===== src/design/rv_decode_defines.svh =====
`ifndef RV_DECODE_DEFINES_SVH
`define RV_DECODE_DEFINES_SVH

// Address of the first instruction fetched after reset
// Word aligned, the fetch unit only ever adds 4
`define RV_RESET_PC 32'h0000_0000

// Byte lanes for a full 32-bit word read
// Fetch never issues partial reads
`define RV_WB_SEL 4'hF

// Bytes per instruction word
`define RV_INSTR_BYTES 32'd4

`endif


===== src/design/rv_decode_pkg.sv =====
package rv_decode_pkg;

    // RV32I major opcodes, instr[6:0]
    typedef enum logic [6:0] {
        LUI      = 7'b0110111,
        AUIPC    = 7'b0010111,
        JAL      = 7'b1101111,
        JALR     = 7'b1100111,
        BRANCH   = 7'b1100011,
        LOAD     = 7'b0000011,
        STORE    = 7'b0100011,
        OP_IMM   = 7'b0010011,
        OP       = 7'b0110011,
        MISC_MEM = 7'b0001111,
        SYSTEM   = 7'b1110011
    } opcode_e;

    // Immediate formats
    // R means no immediate, imm is zero
    typedef enum logic [2:0] {
        IMM_R = 3'd0,
        IMM_I = 3'd1,
        IMM_S = 3'd2,
        IMM_B = 3'd3,
        IMM_U = 3'd4,
        IMM_J = 3'd5
    } imm_sel_e;

    // Wishbone classic, master to slave
    typedef struct packed {
        logic        cyc;
        logic        stb;
        logic        we;
        logic [31:0] adr;
        logic [3:0]  sel;
    } wb_req_t;

    // Wishbone classic, slave to master
    typedef struct packed {
        logic        ack;
        logic [31:0] dat;
    } wb_rsp_t;

    // One fetched word with its address
    typedef struct packed {
        logic        valid;
        logic [31:0] pc;
        logic [31:0] instr;
    } fetch_t;

    // Bundle handed to the next pipeline stage
    typedef struct packed {
        logic [31:0] pc;
        logic [31:0] instr;
        opcode_e     opcode;
        imm_sel_e    imm_sel;
        logic [31:0] imm;
        logic        illegal;
    } decoded_t;

endpackage


===== src/design/decode_ctl.sv =====
module decode_ctl (
    input  logic                    clk,
    input  logic                    rst,
    input  logic                    advance,
    input  rv_decode_pkg::fetch_t   fetch,
    output rv_decode_pkg::fetch_t   dec,
    output rv_decode_pkg::opcode_e  opcode,
    output rv_decode_pkg::imm_sel_e imm_sel,
    output logic                    illegal
);

    import rv_decode_pkg::*;

    opcode_e  opcode_d;
    imm_sel_e imm_sel_d;
    logic     illegal_d;

    logic        dec_valid;
    logic [31:0] dec_pc;
    logic [31:0] dec_instr;

    // Raw opcode bits, kept even when they name no RV32I class
    assign opcode_d = opcode_e'(fetch.instr[6:0]);

    // Opcode to immediate format
    always_comb begin
        illegal_d = 1'b0;
        case (opcode_d)
            LUI, AUIPC:          imm_sel_d = IMM_U;
            JAL:                 imm_sel_d = IMM_J;
            JALR, LOAD, OP_IMM:  imm_sel_d = IMM_I;
            STORE:               imm_sel_d = IMM_S;
            BRANCH:              imm_sel_d = IMM_B;
            // Register ops, FENCE and SYSTEM carry no immediate
            OP, MISC_MEM, SYSTEM: imm_sel_d = IMM_R;
            default: begin
                // Unknown opcode
                imm_sel_d = IMM_R;
                illegal_d = 1'b1;
            end
        endcase
    end

    // Control side, reset to a U-format select
    always_ff @(posedge clk or posedge rst) begin
        if (rst) begin
            dec_valid <= 1'b0;
            opcode    <= LUI;
            imm_sel   <= IMM_U;
            illegal   <= 1'b0;
        end else if (advance) begin
            // Empties when the buffer is empty
            dec_valid <= fetch.valid;
            opcode    <= opcode_d;
            imm_sel   <= imm_sel_d;
            illegal   <= illegal_d;
        end
    end

    // Instruction and PC follow the same load
    always_ff @(posedge clk) begin
        if (advance) begin
            dec_pc    <= fetch.pc;
            dec_instr <= fetch.instr;
        end
    end

    assign dec.valid = dec_valid;
    assign dec.pc    = dec_pc;
    assign dec.instr = dec_instr;

endmodule


===== src/design/decode_stage.sv =====
module decode_stage (
    input  logic                    clk,
    input  logic                    rst,
    output rv_decode_pkg::wb_req_t  wb_req,
    input  rv_decode_pkg::wb_rsp_t  wb_rsp,
    input  logic                    out_ready,
    output logic                    out_valid,
    output rv_decode_pkg::decoded_t out
);

    import rv_decode_pkg::*;

    // Shared stall/advance from the output slot
    logic     advance;

    // Fetch buffer to decode
    fetch_t   fetch;

    // Decode register to immediate stage
    fetch_t   dec;
    opcode_e  opcode;
    imm_sel_e imm_sel;
    logic     illegal;

    instr_fetch u_fetch (
        .clk     (clk),
        .rst     (rst),
        .wb_req  (wb_req),
        .wb_rsp  (wb_rsp),
        .advance (advance),
        .fetch   (fetch)
    );

    decode_ctl u_decode_ctl (
        .clk     (clk),
        .rst     (rst),
        .advance (advance),
        .fetch   (fetch),
        .dec     (dec),
        .opcode  (opcode),
        .imm_sel (imm_sel),
        .illegal (illegal)
    );

    // Last stage, owns the output handshake
    imm_gen u_imm_gen (
        .clk       (clk),
        .rst       (rst),
        .dec       (dec),
        .opcode    (opcode),
        .imm_sel   (imm_sel),
        .illegal   (illegal),
        .advance   (advance),
        .out_ready (out_ready),
        .out_valid (out_valid),
        .out       (out)
    );

endmodule


===== src/design/imm_gen.sv =====
module imm_gen (
    input  logic                    clk,
    input  logic                    rst,
    input  rv_decode_pkg::fetch_t   dec,
    input  rv_decode_pkg::opcode_e  opcode,
    input  rv_decode_pkg::imm_sel_e imm_sel,
    input  logic                    illegal,
    output logic                    advance,
    input  logic                    out_ready,
    output logic                    out_valid,
    output rv_decode_pkg::decoded_t out
);

    import rv_decode_pkg::*;

    logic [31:0] ins;
    logic [31:0] imm_d;
    decoded_t    out_q;

    assign ins = dec.instr;

    // Whole pipe moves when the output slot is free or being taken
    assign advance = !out_valid || out_ready;

    // Standard RV32I immediate layouts
    always_comb begin
        case (imm_sel)
            IMM_I: imm_d = {{20{ins[31]}}, ins[31:20]};
            IMM_S: imm_d = {{20{ins[31]}}, ins[31:25], ins[11:7]};
            // Branch offset, bit 0 always zero
            IMM_B: imm_d = {{19{ins[31]}}, ins[31], ins[7], ins[30:25], ins[11:8], 1'b0};
            // Upper 20 bits, low 12 cleared
            IMM_U: imm_d = {ins[31:12], 12'b0};
            IMM_J: imm_d = {{11{ins[31]}}, ins[31], ins[19:12], ins[20], ins[30:21], 1'b0};
            default: imm_d = 32'b0;
        endcase
    end

    // Output slot valid
    always_ff @(posedge clk or posedge rst) begin
        if (rst) begin
            out_valid <= 1'b0;
        end else if (advance) begin
            out_valid <= dec.valid;
        end
    end

    // Bundle held steady while stalled
    always_ff @(posedge clk) begin
        if (advance) begin
            out_q.pc      <= dec.pc;
            out_q.instr   <= dec.instr;
            out_q.opcode  <= opcode;
            out_q.imm_sel <= imm_sel;
            out_q.imm     <= imm_d;
            out_q.illegal <= illegal;
        end
    end

    assign out = out_q;

endmodule


===== src/design/instr_fetch.sv =====
`include "rv_decode_defines.svh"

module instr_fetch (
    input  logic                   clk,
    input  logic                   rst,
    output rv_decode_pkg::wb_req_t wb_req,
    input  rv_decode_pkg::wb_rsp_t wb_rsp,
    input  logic                   advance,
    output rv_decode_pkg::fetch_t  fetch
);

    // Bus cycle FSM
    // IDLE waits for buffer space, BUS holds cyc/stb until ack
    typedef enum logic {
        IDLE,
        BUS
    } state_e;

    state_e      state_q;
    logic [31:0] pc_q;

    // One-word fetch buffer
    logic        buf_valid;
    logic [31:0] buf_pc;
    logic [31:0] buf_instr;

    logic        buf_free;
    logic        bus_done;

    // Room for a new word
    // either empty or drained by decode this cycle
    assign buf_free = !buf_valid || advance;

    // Ack only counts inside our own cycle
    assign bus_done = (state_q == BUS) && wb_rsp.ack;

    // Strobe straight from the state, adr from the PC register
    assign wb_req.cyc = (state_q == BUS);
    assign wb_req.stb = (state_q == BUS);
    assign wb_req.we  = 1'b0;
    assign wb_req.adr = pc_q;
    assign wb_req.sel = `RV_WB_SEL;

    always_ff @(posedge clk or posedge rst) begin
        if (rst) begin
            state_q <= IDLE;
            pc_q    <= `RV_RESET_PC;
        end else begin
            case (state_q)
                IDLE: begin
                    // Start only when the word can land somewhere
                    if (buf_free) begin
                        state_q <= BUS;
                    end
                end
                BUS: begin
                    // Drop cyc/stb the cycle after ack
                    if (wb_rsp.ack) begin
                        state_q <= IDLE;
                        pc_q    <= pc_q + `RV_INSTR_BYTES;
                    end
                end
                default: state_q <= IDLE;
            endcase
        end
    end

    // Buffer occupancy
    // a fill always wins, the buffer is empty during any bus cycle
    always_ff @(posedge clk or posedge rst) begin
        if (rst) begin
            buf_valid <= 1'b0;
        end else if (bus_done) begin
            buf_valid <= 1'b1;
        end else if (advance) begin
            buf_valid <= 1'b0;
        end
    end

    // Word and address captured on ack
    always_ff @(posedge clk) begin
        if (bus_done) begin
            buf_pc    <= pc_q;
            buf_instr <= wb_rsp.dat;
        end
    end

    assign fetch.valid = buf_valid;
    assign fetch.pc    = buf_pc;
    assign fetch.instr = buf_instr;

endmodule


===== config.mk =====
export PLATFORM = sky130hd
export DESIGN_NAME = decode_stage
export DESIGN_NICKNAME = d
export VERILOG_FILES = /design/src/design/rv_decode_pkg.sv /design/src/design/decode_ctl.sv /design/src/design/decode_stage.sv /design/src/design/imm_gen.sv /design/src/design/instr_fetch.sv
export VERILOG_INCLUDE_DIRS = /design/src /design/src/design
export SDC_FILE = /design/constraint.sdc
export NUM_CORES = 1
export LEC_CHECK = 0
export BUFFER_PORTS_ARGS = -buffer_cell sky130_fd_sc_hd__buf_2
export CAP_MARGIN = 20
export CORE_MARGIN = 2
export CORE_UTILIZATION = 44
export DETAILED_ROUTE_END_ITERATION = 8
export MAX_ROUTING_LAYER = met4
export PLACE_DENSITY = 0.76
export SETUP_SLACK_MARGIN = 0.15
export SYNTH_ARGS = -nofsm -noshare
export SYNTH_HDL_FRONTEND = slang
export SYNTH_SLANG_ARGS = --single-unit

===== constraint.sdc =====
create_clock -name clk -period 10.9 [get_ports clk]
set_input_delay 0.545 -clock clk [delete_from_list [all_inputs] [get_ports clk]]
set_output_delay 0.545 -clock clk [all_outputs]
set_load 0.01 [all_outputs]

==> impl_metrics.tcl <==
set metrics [dict create \
    status "finished, violations left" \
    violations "hold timing" \
    synth_edf_count 229 \
    root_buffer "clkbuf_16" \
    async_reset_ff_share_pct 16.42 \
    power.density_mw_per_mm2 235.1 \
    synth_cell_type_count 44 \
    final_cells 963 \
    ys_seq_area_share_pct 85.38 \
    timing.hold.ws_ps -3.985 \
    clk_pin_slew_worst_paths_ps 60 \
    gr-total-overflow 0 \
    holdBufCountCts 0 \
    post_drt_wl_per_cell_um 16.10 \
    grtUsageTotal_pct 13.89 \
    firstDrtPassIters 5 \
    placed_cell_area_mm2 0.01053 \
    syn_inst 474 \
    numPortBuffers 173 \
    post-dp-hpwl_mm 10.20 \
    power_leakage_nw 4.836 \
    ios 183 \
    fill_cells 1640 \
    synth_flop_cell "edfxtp_1" \
    hold_viol 3 \
    antenna_found_initial 0 \
    ys_warn_count 0 \
    avgViaCountPerCell 4.749 \
    htreeDepth 1 \
    ant_nets 0 \
    grt_pass1_wl_mm 23.56 \
    drive_above_1_share_pct 34.88 \
    core_area_mm2 0.02096 \
    vias 4573 \
    fin_area_mm2 0.01146 \
    final_common_cell "edfxtp_1" \
    wirelength_mm 15.50 \
    drc 0 \
    cts.sinks 274 \
    num_antenna_cells 0 \
    start_util_pct 44.77 \
    critPathLaunchType "flip-flop" \
    worst_pin_slew_ps 923.3 \
    fin_nets 705 \
    cts_resized 0 \
    rows 53 \
    register_area_mm2 0.008010 \
    arrival_ps 2620 \
    min_path_type "in -> async" \
    drv_cap 0 \
    final_util_pct 54.71 \
    gp_congestion 0.7562 \
    end_kind "flip-flop" \
    path_max_fanout 110 \
    final.setup.worst_slack_ps 8396 \
    final_cell_mix "229 x edfxtp_1, 173 x buf_2, 39 x dfrtp_1" \
    dieArea_mm2 0.02251 \
    synth.cell_area_mm2 0.009381 \
    fmax_ghz 0.3993 \
    grt_pass1_vias 4408 \
    finClkSkew_ps 15.90 \
    slew_violations 0 \
    post-route-min-period_ps 2504 \
    ir_drop_v 0.0001023 \
    rsz0062_at_grt "false" \
    cts_tree "built" \
    period_share_pct 22.98 \
    syn_area_per_cell_um2 19.79 \
    multiInputGateArea_mm2 0.001260 \
    path_class "reg -> reg" \
    area_delta_synth_final_pct 22.19 \
    worstPathRequired_ps 11020 \
    ys_ff_latch 274 \
    dp.cells 914 \
    setup_violations 0 \
    drt-initial-drc-count 210 \
    cts_setup_buffers 0 \
    clkLatencyLatePin_ps 510 \
    numCtsBuffers 26 \
    die_y_um 150.0 \
    fp.dieW_um 150.0 \
    place_ws_ps 8155 \
    finalSetupTns_ps 0 \
    slew_headroom_pct 38.45 \
    clk_path_buf_depth 3 \
    grt_max_degree 111 \
]
[per-layer routing]
metal | vias up | wire length, um | GRT usage [%]
li1 | 2155 | - | -
met1 | 2229 | 6528 | 18.25
met2 | 165 | 7727 | 22.65
met3 | 24 | 975 | 2.409
met4 | 0 | 269 | 3.679
met5 | - | 0 | -
[where the power goes]
part	leakage [nW]	internal, W	total [W]	switching [W]
logic	1.48	0.000103	0.000298	0.000195
registers	2.92	0.00138	0.00147	0.0000831
clock network	0.435	0.000572	0.000931	0.000359
total	4.84	0.00206	0.00269	0.000637
[cell usage after synthesis (all sizes together), types with 3 or more instances]
cell type | number | area share (%)
nand4 | 9 | 0.67
and3 | 7 | 0.47
o21ai | 3 | 0.16
edfxtp | 229 | 73
a22o | 4 | 0.37
nand2 | 35 | 1.4
and2 | 7 | 0.47
a21oi | 5 | 0.31
inv | 6 | 0.24
nor2b | 6 | 0.40
dfstp | 6 | 1.7
xor2 | 6 | 0.56
dfrtp | 39 | 10
nor2 | 8 | 0.35
xnor2 | 23 | 2.1
nand2b | 4 | 0.27
buf | 16 | 1.1
nor4 | 4 | 0.91
a21o | 19 | 1.5
nand3 | 15 | 1.2
[cell type report]
| class | count | area share [%] |
|---|---|---|
| Sequential cell | 274 | 69.88 |
| Timing Repair Buffer | 177 | 7.924 |
| Clock inverter | 17 | 1.943 |
| Tap cell | 275 | 3.002 |
| Multi-Input combinational cell | 183 | 10.99 |
| Inverter | 6 | 0.2401 |
| Clock buffer | 31 | 6.025 |
[registers in the layout (all words and copies together), names as in the netlist]
name / flops
u_decode_ctl.dec_valid: 1
u_decode_ctl.imm_sel: 3
u_decode_ctl.opcode: 7
u_fetch.buf_pc: 30
u_decode_ctl.dec_pc: 30
u_fetch.pc_q: 30
u_fetch.buf_instr: 32
u_imm_gen.out: 105
u_decode_ctl.dec_instr: 32
u_fetch.state_q: 1
u_fetch.buf_valid: 1
u_decode_ctl.illegal: 1
u_imm_gen.out_valid: 1
[logic make-up after synthesis]
| logic type | count (synthesis) | synth area share [%] |
|---|---|---|
| buf+inv | 24 | 1.467 |
| mux | 3 | 0.3467 |
| xor+xnor | 29 | 2.707 |
| flops | 274 | 85.38 |
| compound gates | 38 | 3.001 |
| other cells | 2 | 0.08005 |
| fa+ha+maj | 1 | 0.1333 |
| simple gates | 103 | 6.882 |
[critical path: stages (launching register included)]
cell and delay, ps:
dfrtp_1 380, nor2b_1 130, buf_4 190, inv_6 620
buf_4 760
[stage by stage]
| stage | power (W) | hold slack (ps) |
|---|---|---|
| 2_1_floorplan | 0.001653 | 400.3 |
| 3_3_place_gp | 0.001779 | 400.5 |
| 3_5_place_dp | 0.001792 | 404.5 |
| 4_1_cts | 0.002730 | 179.9 |
| 5_1_grt | 0.002812 | 11.70 |
| 6_report | 0.002695 | -3.985 |
[worst paths after layout]
check,start,endpoint,slack (ps),cells after the start
worst min register to register,u_decode_ctl.dec_pc[11],u_imm_gen.out[86],410,0
worst max register to register,u_imm_gen.out_valid,u_decode_ctl.dec_pc[11],8400,4
worst min-delay path,rst,u_decode_ctl.dec_valid,-4,2
max in group asynchronous,rst,u_fetch.pc_q[17],10430,3
min in group clk,wb_rsp[11],u_fetch.buf_instr[11],210,1
worst max-delay path,u_imm_gen.out_valid,u_decode_ctl.dec_pc[11],8400,4
Power figures use the tool's default switching activity.
